### src/hdl/dcache_macros.svh
//////////////////////////////
// dcache sizes
// two ways, 64 sets, one 64-bit word per line.
//////////////////////////////
`ifndef DCACHE_MACROS_SVH
`define DCACHE_MACROS_SVH

`define DC_ADDR_W   32 // byte address.
`define DC_DATA_W   64 // line and word.
`define DC_STRB_W   8  // one strobe per byte.
`define DC_OFFSET_W 3
`define DC_INDEX_W  6
`define DC_SETS     64

// tag is what is left above index and offset.
`define DC_TAG_W    (`DC_ADDR_W - `DC_INDEX_W - `DC_OFFSET_W)

`endif

### src/hdl/dcache_pkg.sv
//////////////////////////////
// dcache types
// controller states, memory commands and the request and tag records.
//////////////////////////////
`include "dcache_macros.svh"

package dcache_pkg;

    typedef enum logic [2:0] {
        ST_IDLE      = 3'd0,
        ST_LOOKUP    = 3'd1,
        ST_HIT       = 3'd2,
        ST_WRITEBACK = 3'd3,
        ST_REFILL    = 3'd4,
        ST_REREAD    = 3'd5  // wait for the refilled set to read back.
    } dc_state_e;

    typedef enum logic [1:0] {
        MEM_NONE      = 2'd0,
        MEM_WRITEBACK = 2'd1,
        MEM_REFILL    = 2'd2
    } mem_cmd_e;

    typedef struct packed {
        logic [`DC_ADDR_W-1:0] addr;
        logic [`DC_DATA_W-1:0] wdata;
        logic [`DC_STRB_W-1:0] strb;
        logic                  write; // store when set.
    } cpu_req_t;

    typedef struct packed {
        mem_cmd_e              cmd;
        logic [`DC_ADDR_W-1:0] addr;  // line aligned.
        logic [`DC_DATA_W-1:0] wdata;
    } mem_req_t;

    typedef struct packed {
        logic                 valid;
        logic                 dirty;
        logic [`DC_TAG_W-1:0] tag;
    } tag_entry_t;

endpackage

### src/hdl/dcache_ctrl.sv
//////////////////////////////
// dcache controller
// one FSM for loads and stores. looks up both ways, writes back a
// dirty victim, refills the line and re-reads the set.
//////////////////////////////
`timescale 1ns/1ps
`include "dcache_macros.svh"

module dcache_ctrl (
    input  logic                         clk,
    input  logic                         rst_n_i,
    input  logic                         cpu_valid_i,
    input  dcache_pkg::cpu_req_t         cpu_req_i,
    output logic                         cpu_ready_o,
    output logic                         cpu_done_o,
    output logic [`DC_DATA_W-1:0]        cpu_rdata_o,
    output dcache_pkg::mem_req_t         mem_req_o,
    input  logic                         mem_ack_i,
    input  logic [`DC_DATA_W-1:0]        mem_rdata_i,
    output logic [`DC_INDEX_W-1:0]       array_index_o,
    output logic [1:0]                   tag_we_o,
    output dcache_pkg::tag_entry_t       tag_wdata_o,
    input  dcache_pkg::tag_entry_t [1:0] tag_rdata_i,
    output logic [1:0][`DC_STRB_W-1:0]   data_strb_o,
    output logic [`DC_DATA_W-1:0]        data_wdata_o,
    input  logic [1:0][`DC_DATA_W-1:0]   data_rdata_i
);
    import dcache_pkg::*;

    localparam int IDX_LO = `DC_OFFSET_W;
    localparam int TAG_LO = `DC_OFFSET_W + `DC_INDEX_W;

    dc_state_e             state_q;
    dc_state_e             state_d;
    cpu_req_t              req_q;
    logic                  hit_way_q;
    logic                  victim_q;
    logic [`DC_SETS-1:0]   lru_q;     // names the way to evict next.
    mem_cmd_e              mem_cmd_q;
    logic [`DC_ADDR_W-1:0] mem_addr_q;
    logic [`DC_DATA_W-1:0] mem_wdata_q;

    logic                   accept;
    logic [`DC_INDEX_W-1:0] req_index;
    logic [`DC_TAG_W-1:0]   req_tag;
    logic [1:0]             way_hit;
    logic                   victim_d;
    logic                   victim_dirty;
    logic [`DC_ADDR_W-1:0]  wb_addr;
    logic [`DC_ADDR_W-1:0]  refill_addr;

    assign cpu_ready_o = (state_q == ST_IDLE);
    assign cpu_done_o  = (state_q == ST_HIT);
    assign cpu_rdata_o = data_rdata_i[hit_way_q];
    assign accept      = cpu_valid_i && cpu_ready_o;

    assign req_index = req_q.addr[TAG_LO-1:IDX_LO];
    assign req_tag   = req_q.addr[`DC_ADDR_W-1:TAG_LO];

    // the arrays see the incoming index while idle.
    assign array_index_o = (state_q == ST_IDLE) ? cpu_req_i.addr[TAG_LO-1:IDX_LO] : req_index;

    ////////////////////////////// lookup
    assign way_hit[0] = tag_rdata_i[0].valid && (tag_rdata_i[0].tag == req_tag);
    assign way_hit[1] = tag_rdata_i[1].valid && (tag_rdata_i[1].tag == req_tag);

    always_comb begin
        if (!tag_rdata_i[0].valid) begin
            victim_d = 1'b0;
        end else if (!tag_rdata_i[1].valid) begin
            victim_d = 1'b1;
        end else begin
            victim_d = lru_q[req_index];
        end
    end

    assign victim_dirty = tag_rdata_i[victim_d].valid && tag_rdata_i[victim_d].dirty;
    assign wb_addr      = {tag_rdata_i[victim_d].tag, req_index, {`DC_OFFSET_W{1'b0}}};
    assign refill_addr  = {req_q.addr[`DC_ADDR_W-1:IDX_LO], {`DC_OFFSET_W{1'b0}}};

    ////////////////////////////// FSM
    always_comb begin
        state_d = state_q;
        case (state_q)
            ST_IDLE: begin
                if (accept) begin
                    state_d = ST_LOOKUP;
                end
            end
            ST_LOOKUP: begin
                if (|way_hit) begin
                    state_d = ST_HIT;
                end else if (victim_dirty) begin
                    state_d = ST_WRITEBACK;
                end else begin
                    state_d = ST_REFILL;
                end
            end
            ST_HIT:       state_d = ST_IDLE;
            ST_WRITEBACK: state_d = mem_ack_i ? ST_REFILL : ST_WRITEBACK;
            ST_REFILL:    state_d = mem_ack_i ? ST_REREAD : ST_REFILL;
            ST_REREAD:    state_d = ST_LOOKUP;
            default:      state_d = ST_IDLE;
        endcase
    end

    always_ff @(posedge clk or negedge rst_n_i) begin
        if (!rst_n_i) begin
            state_q <= ST_IDLE;
            lru_q   <= '0;
        end else begin
            state_q <= state_d;
            if (state_q == ST_HIT) begin
                lru_q[req_index] <= ~hit_way_q; // the other way ages.
            end
        end
    end

    ////////////////////////////// memory request
    always_ff @(posedge clk or negedge rst_n_i) begin
        if (!rst_n_i) begin
            mem_cmd_q <= MEM_NONE;
        end else if (state_q == ST_LOOKUP && !(|way_hit)) begin
            mem_cmd_q <= victim_dirty ? MEM_WRITEBACK : MEM_REFILL;
        end else if (mem_ack_i && state_q == ST_WRITEBACK) begin
            mem_cmd_q <= MEM_REFILL;
        end else if (mem_ack_i && state_q == ST_REFILL) begin
            mem_cmd_q <= MEM_NONE;
        end
    end

    always_ff @(posedge clk) begin
        if (accept) begin
            req_q <= cpu_req_i;
        end
        if (state_q == ST_LOOKUP) begin
            hit_way_q   <= way_hit[1];
            victim_q    <= victim_d;
            mem_addr_q  <= victim_dirty ? wb_addr : refill_addr;
            mem_wdata_q <= data_rdata_i[victim_d];
        end
        if (state_q == ST_WRITEBACK && mem_ack_i) begin
            mem_addr_q <= refill_addr;
        end
    end

    assign mem_req_o = '{cmd: mem_cmd_q, addr: mem_addr_q, wdata: mem_wdata_q};

    ////////////////////////////// array writes
    always_comb begin
        tag_we_o     = '0;
        tag_wdata_o  = '{valid: 1'b1, dirty: 1'b0, tag: req_tag};
        data_strb_o  = '0;
        data_wdata_o = req_q.wdata;
        if (state_q == ST_HIT && req_q.write) begin
            tag_we_o[hit_way_q]    = 1'b1;
            tag_wdata_o.dirty      = 1'b1;
            data_strb_o[hit_way_q] = req_q.strb;
        end else if (state_q == ST_REFILL && mem_ack_i) begin
            tag_we_o[victim_q]    = 1'b1;   // clean line.
            data_strb_o[victim_q] = '1;
            data_wdata_o          = mem_rdata_i;
        end
    end

endmodule

### config.mk
export PLATFORM = sky130hd
export DESIGN_NAME = dcache_ctrl
export DESIGN_NICKNAME = d
export VERILOG_FILES = /design/src/hdl/dcache_pkg.sv /design/src/hdl/dcache_ctrl.sv
export VERILOG_INCLUDE_DIRS = /design/src /design/src/hdl
export SDC_FILE = /design/constraint.sdc
export NUM_CORES = 1
export LEC_CHECK = 0
export ABC_AREA = 1
export BUFFER_PORTS_ARGS = -buffer_cell sky130_fd_sc_hd__clkbuf_2
export CAP_MARGIN = 10
export CORE_AREA = 2 2 243 245
export CTS_BUF_LIST = sky130_fd_sc_hd__clkbuf_8
export CTS_CLUSTER_DIAMETER = 150
export CTS_CLUSTER_SIZE = 16
export DETAILED_ROUTE_END_ITERATION = 6
export DIE_AREA = 0 0 245 247
export MAX_ROUTING_LAYER = met4
export PLACE_DENSITY = 0.52
export SYNTH_ARGS = -nofsm -noshare
export SYNTH_HDL_FRONTEND = slang
export SYNTH_SLANG_ARGS = --single-unit
### constraint.sdc
create_clock -name clk -period 7.13 [get_ports clk]
set_input_delay 1.0695 -clock clk [delete_from_list [all_inputs] [get_ports clk]]
set_output_delay 1.0695 -clock clk [all_outputs]
set_load 0.005 [all_outputs]
==> out/results.ini, run 1 <==
[run_status]
status=completed

[clocking]
clock_latency_ns=0.62
postCtsHoldBufs=0
clkTransAtPathRegs_ns=0.13
tritoncts=yes
cts_buffers=20
post_cts_resized=0
cts_num_sinks=266
ctsHtreeMaxLevel=1
cts_root_buf=clkbuf_8
cts_setup_buffers=0
cts_max_path_buffers=3

[power_and_ir_drop]
p_leak_nw=8.864
ir_drop_v=0.0001349
power_mw=4.896
powerDensity_nw_per_um2=275.0

[drt]
wl_per_cell_um=16.86
vias_per_cell=4.337
drc_errors=0
vias=13010
totalWireLength_mm=50.57
drtAntennaViolNets=0
dr.pass1.iters=5
drt_iter0_drc=885

[min_path]
hp-class=reg2reg
min_from=lru_q[52]$_DFFE_PN0P_
holdPathStages=2
min_to=lru_q[52]$_DFFE_PN0P_

[die]
die-width_um=245
start_util=0.2373
die-area_um2=60520
die_h_um=247
num_io_pins=628
core_um2=58240
rows=89

[logic_synthesis]
synth.area.top_cells=edfxtp_1 43%, nand2_1 16%, dfrtp_1 12%, inv_1 5.0%, o21ai_0 4.3%
synth_top_area_cell=edfxtp_1
synth_seq_cells=266
yosysWarnings=0
synth_top_area_frac=0.4281
ys_types=36
synth_area_per_cell_um2=8.354
syn_inst=1654
synthesis.area_um2=13820
seq_area_frac_synth=0.5531

[timing]
rsz0062_at_grt=false
setup_tns_ns=0
period_share=0.6733
finalSetupViolCount=0
min_period_ns=4.801
fmax_mhz=208.3
hold_viol_final=0
skew_ns=0.04787
slew_viol_final=0
max-slew-margin-rel=0.3453
worstMarginPinSlew_ns=0.9767

[global_route]
grt_pass1_wl_mm=73.82
grt_use_total=0.1628
overflow=0
antenna_found_initial=5
grt_max_degree=96
grt_pass1_vias=12410

[critical_path]
crit_type=reg2out
crit_family=buffers and inverters
cpMaxStageDelayCell=buf_4
required_ns=6.06
worstReg2RegStart=refill_addr[3]$_DFFE_PP_
crit_buf_inv=5
cp-start-kind=register
cp_common_cell=buf_4
worstPathCellList=nor2_1 -> nand2_1 -> nor2_4 -> buf_4 -> inv_2 -> buf_4 -> or2_2 -> o21ai_0 -> inv_1 -> a21oi_1 -> clkbuf_2
rrSetupSlack_ns=2.99
cp_slowest_stage_delay_ns=0.54
worstPathArrival_ns=3.73
timing.rr.end=mem_wdata_q[0]$_DFFE_PP_
crit_fanout=67
cp-end-kind=primary output
reg2reg_depth=14
cp_num_cells=11

[cells_and_area]
n_fill_cell=6299
drive_gt1_frac=0.3110
nets=2559
syn_to_final_growth_pct=28.81

[flow_run]
drv_cap=0

[place]
io_buffers=620
hpwl_mm=38.69
gp_congestion=0.9211

## worst max-delay path by stage
stage | slack [ns] | startpoint | endpoint
6_report | 2.33 | state_q[1]$_DFFE_PN0P_ | data_strb_o[3]
5_1_grt | 2.00 | state_q[1]$_DFFE_PN0P_ | data_strb_o[3]
4_1_cts | 2.18 | state_q[1]$_DFFE_PN0P_ | data_strb_o[4]
3_5_place_dp | 2.37 | mem_ack_i | data_strb_o[4]
3_3_place_gp | 2.41 | mem_ack_i | data_strb_o[4]
2_1_floorplan | 1.25 | cpu_valid_i | refill_addr[3]$_DFFE_PP_
## layer usage
layer  GRT usage  share of wire  routed length, µm
met1      0.2084           0.43              21780
met2      0.2711           0.48              24390
met3     0.02333          0.063               3165
met4     0.04035          0.024               1233
met5           -              0                  0
## registers in the layout (all words and copies together), names as in the netlist
name and count:
refill_addr 6, state_q 3, req_q 73, lru_q 64
tag_wdata_o 23, victim_q 1, mem_wdata_q 64, hit_way_q 1
mem_cmd_q 2, mem_addr_q 29
## final cells by class
class                   count  area (µm²)  area share
repair buffers            635        3228      0.1814
well taps                 773       967.2     0.05434
multi-input cells        1096        4888      0.2746
clock inverters            15       61.31    0.003444
flip-flops and latches    266        7642      0.4294
clock buffers              21       289.0     0.01624
inverters                 189       710.7     0.03993
diodes                      5       12.51   0.0007029
## cell families (layout without fill, tap and decap cells)
family | after synthesis | in the layout | synth area share
AND/OR/NAND/NOR | 799 | 799 | 0.2363
buffers and inverters | 294 | 860 | 0.09571
AO/OA/AOI/OAI | 282 | 282 | 0.1074
flip-flops | 266 | 266 | 0.5531
XOR/XNOR | 11 | 11 | 0.006973
other | 2 | 9 | 0.0005435
## power by group
part | switching, mW | total, mW | internal, mW
sequential | 0.161 | 2.28 | 2.12
clock | 0.553 | 0.830 | 0.277
combinational | 1.18 | 1.79 | 0.610
## Yosys cell counts
cell type and instances:
nor3_1 3, a21oi_1 79, a21oi_2 1, o21ai_1 38
o2111ai_1 4, nand2_2 1, nand3_1 73, dfrtp_1 69
o21ai_0 120, clkinv_1 1, xor2_1 2, o22ai_1 8
nor2_2 3, a211oi_1 1, nor2_1 103, o211ai_1 2
nor3_4 4, a31oi_1 29, edfxtp_1 197, clkbuf_1 48
nor3_2 3, buf_2 13, inv_2 5, nand3b_1 1
nand4_1 9, nand2_1 586, nand3_4 2, buf_4 34
xnor2_1 9, conb_1 2, inv_1 183, nor2_4 1
nand2_4 1, buf_6 10, or2_2 8, nor3b_1 1
## through the flow
stage | worst slack [ns] | std cells | utilization | hold WS (ns) | instance area, µm²
5_1_grt | 2.001 | 3000 | 0.3056 | 0.5153 | 17800
2_1_floorplan | 1.249 | 1656 | - | 0.4206 | 13830
6_report | 2.329 | 3000 | 0.3056 | 0.4860 | 17800
4_1_cts | 2.178 | 2995 | 0.3054 | 0.4950 | 17790
3_3_place_gp | 2.407 | 2959 | 0.2994 | 0.4595 | 17440
3_5_place_dp | 2.367 | 2959 | 0.2994 | 0.4652 | 17440
## layout by cell type, fill, tap and decap left out, types with 5 or more instances in the layout
cell type | netlist | final
inv_1 | 183 | 196
clkbuf_8 | 0 | 21
buf_4 | 34 | 14
a21oi_1 | 79 | 79
clkbuf_2 | 0 | 619
xnor2_1 | 9 | 9
a31oi_1 | 29 | 29
dfrtp_1 | 69 | 69
inv_2 | 5 | 5
nand4_1 | 9 | 9
o22ai_1 | 8 | 8
or2_2 | 8 | 8
nand2_1 | 586 | 586
nand3_1 | 73 | 73
diode_2 | 0 | 5
edfxtp_1 | 197 | 197
o21ai_0 | 120 | 120
o21ai_1 | 38 | 38
nor2_1 | 103 | 100
## worst reg2reg max path, stage by stage, from the launching register on
cell and delay (ns):
edfxtp_1 0.38, buf_4 0.28, inv_2 0.51, nand2_1 0.11, nand3_1 0.17, nand2_1 0.07, o21ai_1 0.12, nand2_1 0.08
nor2_2 0.14, nand3_4 0.33, nand2_4 0.44, clkinv_2 0.58, buf_12 0.45, nand2_1 0.14, o21ai_0 0.09
(Power assumes the default switching activity.)
==> run 2, diff against run 1 <==
--- a/config.mk
+++ b/config.mk
@@ -6,17 +6,17 @@
 export SDC_FILE = /design/constraint.sdc
 export NUM_CORES = 1
 export LEC_CHECK = 0
-export ABC_AREA = 1
+export ABC_AREA = 0
 export BUFFER_PORTS_ARGS = -buffer_cell sky130_fd_sc_hd__clkbuf_2
 export CAP_MARGIN = 10
-export CORE_AREA = 2 2 243 245
+export CORE_AREA = 2 2 245 247
 export CTS_BUF_LIST = sky130_fd_sc_hd__clkbuf_8
 export CTS_CLUSTER_DIAMETER = 150
 export CTS_CLUSTER_SIZE = 16
 export DETAILED_ROUTE_END_ITERATION = 6
-export DIE_AREA = 0 0 245 247
+export DIE_AREA = 0 0 247 249
 export MAX_ROUTING_LAYER = met4
-export PLACE_DENSITY = 0.52
+export PLACE_DENSITY = 0.53
 export SYNTH_ARGS = -nofsm -noshare
 export SYNTH_HDL_FRONTEND = slang
 export SYNTH_SLANG_ARGS = --single-unit
==> constraint.sdc (replaced) <==
create_clock -name clk -period 4.2 [get_ports clk]
set_input_delay 0.63 -clock clk [delete_from_list [all_inputs] [get_ports clk]]
set_output_delay 0.63 -clock clk [all_outputs]
set_load 0.005 [all_outputs]
==> run 2 against run 1 <==
  * Register-to-register slack worse by 2.3 ns
  * Design area is 0.78% lower
  * Power grew 73%
  * Cell count is 18% lower
  * Critical endpoint is now mem_addr_q[23]$_DFFE_PP_
==> out/results.ini, run 2 <==
[logic_synthesis]
synth_simple_gate_area_frac=0.09322  ; was 0.2363
synth_top_flop_cell=edfxtp_1  ; unchanged
netlist_top_cells_count=205 x nand2_1, 197 x edfxtp_1, 142 x mux2_2, 70 x a21oi_1, 69 x dfrtp_1  ; was 586 x nand2_1, 197 x edfxtp_1, 183 x inv_1, 120 x o21ai_0, 103 x nor2_1
synth_compound_area_frac=0.07817  ; was 0.1074
muxShareOfSynthArea=0.1812  ; was 0
syn_inst=1095  ; was 1654
seq_area_frac_synth=0.5711  ; was 0.5531
synth_fa_ha_area_frac=0  ; unchanged
yosysWarnings=0  ; unchanged
synth_area_per_cell_um2=12.22  ; was 8.354 µm²
synthesis.area_um2=13380  ; was 13820 µm²
async_flop_share=0.2594  ; unchanged
synth.most_common_cell=nand2_1  ; unchanged
ys_types=52  ; was 36
synth_top_family_by_area=multiplexers  ; was simple AND/OR/NAND/NOR gates
synth-edff-count=197  ; unchanged
synth_top_area_cell=edfxtp_1  ; unchanged
synth_seq_cells=266  ; unchanged
synth.area.top_cells=edfxtp_1 44%, dfrtp_1 13%, mux2_2 12%, nand2_1 5.8%, a31oi_1 3.0%  ; was edfxtp_1 43%, nand2_1 16%, dfrtp_1 12%, inv_1 5.0%, o21ai_0 4.3%
synthXorXnorAreaFrac=0.03011  ; was 0.006972
synth_top_area_frac=0.4421  ; was 0.4281

[die]
die-area_um2=61500  ; was 60520 µm²
num_io_pins=628  ; unchanged
die_h_um=249  ; was 247 µm
start_util=0.2280  ; was 0.2373
rows=89  ; unchanged
core_um2=58690  ; was 58240 µm²
die-width_um=247  ; was 245 µm

[power_and_ir_drop]
powerDensity_nw_per_um2=480.1  ; was 275.0 nW/µm²
power_mw=8.478  ; was 4.896 mW
clkPwrFrac=0.180  ; was 0.170
internal-power_mw=5.395  ; was 3.006 mW
ir_drop_v=0.0002846  ; was 0.0001349 V
sequentialPowerShare=0.465  ; was 0.466
swShare=0.3636  ; was 0.3860
p_switching_mw=3.083  ; was 1.890 mW
p_comb_frac=0.355  ; was 0.365
p_leak_nw=7.907  ; was 8.864 nW

[cells_and_area]
syn_to_final_growth_pct=31.98  ; was 28.81%
largest_reg_flops=73  ; unchanged
top_register=req_q  ; unchanged
drive_gt1_frac=0.5068  ; was 0.3110
final_cell_mix=620 x clkbuf_2, 205 x nand2_1, 197 x edfxtp_1  ; was 619 x clkbuf_2, 586 x nand2_1, 197 x edfxtp_1
reg.largest.list=req_q x73, lru_q x64, mem_wdata_q x64  ; unchanged
nets=2025  ; was 2559
final_common_cell=clkbuf_2  ; unchanged

[clocking]
clkTransAtPathRegs_ns=0.12  ; was 0.13 ns
ctsHtreeMaxLevel=1  ; unchanged
cts_max_path_buffers=3  ; unchanged
clock_latency_ns=0.62  ; about the same
post_cts_resized=0  ; unchanged
cts_buffers=21  ; was 20
cts_num_sinks=266  ; unchanged
tritoncts=yes  ; unchanged
cts_setup_buffers=0  ; unchanged
postCtsHoldBufs=0  ; unchanged
cts_root_buf=clkbuf_8  ; unchanged

[drt]
wl_per_cell_um=20.21  ; was 16.86 µm
vias=10900  ; was 13010
drtAntennaViolNets=0  ; unchanged
drt_iter0_drc=546  ; was 885
dr.pass1.iters=5  ; unchanged
vias_per_cell=4.415  ; was 4.337
totalWireLength_mm=49.93  ; was 50.57 mm
drc_errors=0  ; unchanged

[timing]
rsz0062_at_grt=false  ; unchanged
period_share=0.8288
worstMarginPinSlew_ns=1.172  ; was 0.9767 ns
max-slew-margin-rel=0.2157  ; was 0.3453
slew_viol_final=0  ; unchanged
min_period_ns=3.481
fmax_mhz=287.3
skew_ns=0.02863  ; was 0.04787 ns
setup_tns_ns=0  ; unchanged
finalSetupViolCount=0  ; unchanged
hold_viol_final=0  ; unchanged
whs_ns=0.1696  ; was 0.4860 ns

[place]
hpwl_mm=38.57  ; was 38.69 mm
io_buffers=620  ; unchanged
gp_congestion=0.9216  ; was 0.9211

[critical_path]
crit_type=reg2reg  ; was reg2out
cp-startpoint=refill_addr[4]$_DFFE_PP_  ; was state_q[1]$_DFFE_PN0P_
worstReg2RegStart=refill_addr[4]$_DFFE_PP_  ; was refill_addr[3]$_DFFE_PP_
cp-start-kind=register  ; unchanged
required_ns=4.58  ; was 6.06 ns
cp-end-kind=register  ; was primary output
worstPathArrival_ns=3.86  ; was 3.73 ns
crit_fanout=25  ; was 67

[run_status]
status=completed  ; unchanged

[global_route]
grt_pass1_wl_mm=69.81  ; was 73.82 mm
grtUsageMet2=0.2848  ; was 0.2711
antenna_found_initial=9  ; was 5
grt_use_met1=0.1745  ; was 0.2084
grt_pass1_vias=10920  ; was 12410
grt_max_degree=130  ; was 96
grt_use_total=0.1579  ; was 0.1628
grt_use_met3=0.02650  ; was 0.02333
overflow=0  ; unchanged
grt-busiest-layer=met2  ; unchanged

[flow_run]
drv_cap=0  ; unchanged

[min_path]
hp-class=in2reg  ; was reg2reg
min_from=cpu_req_i[95]  ; was lru_q[52]$_DFFE_PN0P_

run 2: metrics by stage:
| stage | instance area (µm²) | util | setup WS [ns] | std cells |
|---|---|---|---|---|
| 2_1_floorplan | 13390 | - | 0.05999 | 1097 |
| 3_3_place_gp | 17240 | 0.2938 | 0.7694 | 2424 |
| 3_5_place_dp | 17240 | 0.2938 | 0.7396 | 2424 |
| 4_1_cts | 17640 | 0.3006 | 0.6205 | 2462 |
| 5_1_grt | 17660 | 0.3009 | 0.4875 | 2470 |
| 6_report | 17660 | 0.3009 | 0.7191 | 2470 |
run 2: per-layer routing:
metal	up-vias	part of all wire
met4	0	0.035
met3	71	0.066
met2	500	0.52
met5	-	0
li1	5112	-
met1	5221	0.38
run 2: power by group through the flow:
stage | Combinational, mW | Sequential, mW | Clock (mW)
after global routing | 3.29 | 4.02 | 1.69
final | 3.01 | 3.94 | 1.52
after CTS | 3.11 | 3.96 | 1.63
after floorplan | 1.56 | 3.93 | 0
after detailed placement | 3.09 | 4.01 | 0
after global placement | 3.07 | 4.00 | 0
run 2: worst max-delay path: stages, from the launching register on:
cell and delay [ns]:
edfxtp_1 0.71, buf_4 0.35, and3b_1 0.21, a311oi_1 0.28, o22ai_1 0.14, a211oi_2 0.42, nand4_2 0.25, mux2i_4 0.25
buf_12 0.24, mux2_2 0.36
run 2: path summary, 6_finish.rpt:
kind | cells past startpoint | slack [ns] | endpoint
setup / recovery | 9 | 0.72 | mem_addr_q[23]$_DFFE_PP_
hold / removal | 1 | 0.17 | tag_wdata_o[13]$_DFFE_PP_
setup reg to reg | 9 | 0.72 | mem_addr_q[23]$_DFFE_PP_
hold reg to reg | 2 | 0.54 | mem_cmd_q[0]$_DFFE_PN0P_
max in group asynchronous | 2 | 3.37 | lru_q[2]$_DFFE_PN0P_
min in group asynchronous | 2 | 0.22 | lru_q[28]$_DFFE_PN0P_
run 2: area by class of cell:
class | count | area (µm²)
Sequential cell | 266 | 7642
Clock buffer | 21 | 289.0
Inverter | 9 | 33.78
Tap cell | 773 | 967.2
Fill cell | 6161 | 41020
Antenna cell | 8 | 20.02
Multi-Input combinational cell | 722 | 5165
Clock inverter | 17 | 110.1
Timing Repair Buffer | 654 | 3433
run 2: logic make-up after synthesis:
kind of cell | Yosys count
compound gates | 174
buf+inv | 109
other cells | 2
simple gates | 293
flops | 266
xor+xnor | 46
mux | 205
==> run 3, diff against run 2 <==
--- a/config.mk
+++ b/config.mk
@@ -6,17 +6,17 @@
 export SDC_FILE = /design/constraint.sdc
 export NUM_CORES = 1
 export LEC_CHECK = 0
-export ABC_AREA = 0
+export ABC_AREA = 1
 export BUFFER_PORTS_ARGS = -buffer_cell sky130_fd_sc_hd__clkbuf_2
 export CAP_MARGIN = 10
-export CORE_AREA = 2 2 245 247
+export CORE_AREA = 2 2 242 244
 export CTS_BUF_LIST = sky130_fd_sc_hd__clkbuf_8
 export CTS_CLUSTER_DIAMETER = 150
 export CTS_CLUSTER_SIZE = 16
 export DETAILED_ROUTE_END_ITERATION = 6
-export DIE_AREA = 0 0 247 249
+export DIE_AREA = 0 0 244 246
 export MAX_ROUTING_LAYER = met4
-export PLACE_DENSITY = 0.53
+export PLACE_DENSITY = 0.54
 export SYNTH_ARGS = -nofsm -noshare
 export SYNTH_HDL_FRONTEND = slang
 export SYNTH_SLANG_ARGS = --single-unit
==> constraint.sdc (replaced) <==
create_clock -name clk -period 3.1 [get_ports clk]
set_input_delay 0.465 -clock clk [delete_from_list [all_inputs] [get_ports clk]]
set_output_delay 0.465 -clock clk [all_outputs]
set_load 0.005 [all_outputs]
==> run 3 against run 2 <==
  * Setup slack lost 0.54 ns
  * Design area grew 7.1%
  * Die area shrank 2.4%
  * First-iteration DRC count grew 55%
  * Worst hold slack lost 0.10 ns
  * Critical path depth is the same
  * Critical endpoint is now data_strb_o[5]
  * Largest cell class unchanged
==> out/results.ini, run 3 (synthesized netlist as in run 1, its figures left out) <==
[global_route]
grt_use_total=0.1707  ; was 0.1579
grt_max_degree=107  ; was 130
overflow=0  ; unchanged
grt_pass1_wl_mm=77.40  ; was 69.81 mm
grt_pass1_vias=13390  ; was 10920
antenna_found_initial=5  ; was 9

[drt]
drtAntennaViolNets=0  ; unchanged
vias=13640  ; was 10900
drt_iter0_drc=849  ; was 546
vias_per_cell=4.400  ; was 4.415
wl_per_cell_um=16.86  ; was 20.21 µm
totalWireLength_mm=52.29  ; was 49.93 mm
dr.pass1.iters=5  ; unchanged
drc_errors=0  ; unchanged

[timing]
min_period_ns=2.926
worstMarginPinSlew_ns=0.6831  ; was 1.172 ns
skew_ns=0.02836  ; was 0.02863 ns
rsz0062_at_grt=false  ; unchanged
max-slew-margin-rel=0.5435  ; was 0.2157
slew_viol_final=0  ; unchanged
fmax_mhz=341.8
hold_viol_final=0  ; unchanged
finalSetupViolCount=0  ; unchanged
setup_tns_ns=0  ; unchanged
period_share=0.9438

[place]
io_buffers=620  ; unchanged
place_area_um2=17650  ; was 17240 µm²
hpwl_mm=39.82  ; was 38.57 mm
gp_congestion=0.9156  ; was 0.9216

[critical_path]
cpMaxStageDelayCell=dfrtp_1  ; was edfxtp_1
required_ns=2.63  ; was 4.58 ns
crit_type=reg2out  ; was reg2reg
cp-start-kind=register  ; unchanged
worstPathArrival_ns=2.46  ; was 3.86 ns
rrSetupSlack_ns=0.30  ; was 0.72 ns
worstPathCellList=nor2_2 -> nand2_1 -> nor2_4 -> inv_2 -> or2_4 -> o21ai_1 -> inv_2 -> a21oi_1 -> clkbuf_2  ; was buf_4 -> and3b_1 -> a311oi_1 -> o22ai_1 -> a211oi_2 -> nand4_2 -> mux2i_4 -> buf_12 -> mux2_2
cp_slowest_stage_delay_ns=0.46  ; was 0.71 ns
cp-end-kind=primary output  ; was register
crit_fanout=9  ; was 25
cp_common_cell=inv_2

[cells_and_area]
nets=2668  ; was 2025
final_common_cell=clkbuf_2  ; unchanged
top_register=req_q  ; unchanged
fin_util=0.3297  ; was 0.3009
final_cell_mix=619 x clkbuf_2, 586 x nand2_1, 197 x edfxtp_1  ; was 620 x clkbuf_2, 205 x nand2_1, 197 x edfxtp_1
largest_reg_flops=73  ; unchanged
fin_area_um2=18910  ; was 17660 µm²
drive_gt1_frac=0.3067  ; was 0.5068
reg.largest.list=req_q x73, lru_q x64, mem_wdata_q x64  ; unchanged
syn_to_final_growth_pct=36.88  ; was 31.98%

[die]
core_um2=57370  ; was 58690 µm²
num_io_pins=628  ; unchanged
die_h_um=246  ; was 249 µm
start_util=0.2409  ; was 0.2280
rows=88  ; was 89
die-width_um=244  ; was 247 µm
die-area_um2=60020  ; was 61500 µm²

[flow_run]
drv_cap=0  ; unchanged

[clocking]
tritoncts=yes  ; unchanged
cts_num_sinks=266  ; unchanged
cts_buffers=20  ; was 21
cts_setup_buffers=0  ; unchanged
clkTransAtPathRegs_ns=0.11  ; was 0.12 ns
ctsHtreeMaxLevel=1  ; unchanged
cts_max_path_buffers=3  ; unchanged
cts_root_buf=clkbuf_8  ; unchanged
clock_latency_ns=0.61  ; was 0.62 ns

[power_and_ir_drop]
p_leak_nw=9.362  ; was 7.907 nW
powerDensity_nw_per_um2=607.4  ; was 480.1 nW/µm²
ir_drop_v=0.0003674  ; was 0.0002846 V

[min_path]
hp-class=in2reg  ; unchanged

[run_status]
status=completed  ; unchanged

[run 3: cell types whose count changed in the layout (fill, tap and decap cells not counted), sizes merged, moves of 19 or more]
cell         delta
nand2         +383
mux2          -181
inv           +179
o21ai         +146
dlygate4sd3    +89
nor2           +76
nand3          +69
a31oi          -35
xor2           -21
mux2i          -19
[run 3: final timing paths]
kind / start / to / cells after the start
min reg2reg: lru_q[1]$_DFFE_PN0P_ / lru_q[1]$_DFFE_PN0P_ / 2
min: cpu_req_i[33] / req_q[33]$_DFFE_PP_ / 1
max reg2reg: refill_addr[3]$_DFFE_PP_ / mem_addr_q[27]$_DFFE_PP_ / 13
max: state_q[1]$_DFFE_PN0P_ / data_strb_o[5] / 9
max in group asynchronous: rst_n_i / lru_q[22]$_DFFE_PN0P_ / 3
min in group asynchronous: rst_n_i / lru_q[17]$_DFFE_PN0P_ / 2
[run 3: critical path, delay by kind of cell, from the launching register on]
family	cells	cell delay (ns)
AO/OA/AOI/OAI	2	0.36
flip-flops	1	0.46
AND/OR/NAND/NOR	4	0.69
buffers and inverters	3	0.36
[run 3: where the power goes]
group	internal, mW	switching (mW)
Clock	0.637	1.25
Sequential	4.86	0.355
Combinational	1.58	2.80
Total	7.08	4.41
[run 3: what timing repair did]
item	CTS	global route
setup endpoints to repair	10	22
resized for setup	5	5
hold buffers	89	0
hold endpoints to repair	107	0
[run 3: area by class of cell]
| cell class | instances | area (µm²) |
|---|---|---|
| fill | 6057 | 38450 |
| sequential | 266 | 7642 |
| multi-input combinational | 1096 | 4905 |
| timing repair buffer | 744 | 4339 |
| tap | 765 | 957.2 |
| inverter | 189 | 710.7 |
| clock buffer | 21 | 289.0 |
| clock inverter | 15 | 58.81 |
| antenna | 5 | 12.51 |
[run 3: layer usage]
| metal | track usage | vias up | part of all wire |
|---|---|---|---|
| met5 | - | - | 0 |
| met3 | 0.02473 | 58 | 0.060 |
| met4 | 0.04860 | 0 | 0.026 |
| met1 | 0.2121 | 6394 | 0.43 |
| li1 | - | 6669 | - |
| met2 | 0.2892 | 522 | 0.49 |
[run 3: metrics by stage]
step           cells  setup slack (ns)  hold WS [ns]  power, mW
3_5_place_dp    2972            0.2883        0.4584      9.663
4_1_cts         3097           0.02564     0.0009274      11.72
3_3_place_gp    2972            0.3119        0.4597      9.618
2_1_floorplan   1656            0.2457        0.1694      7.298
5_1_grt         3101          0.003922       0.02189      12.28
6_report        3101            0.1743       0.06996      11.49
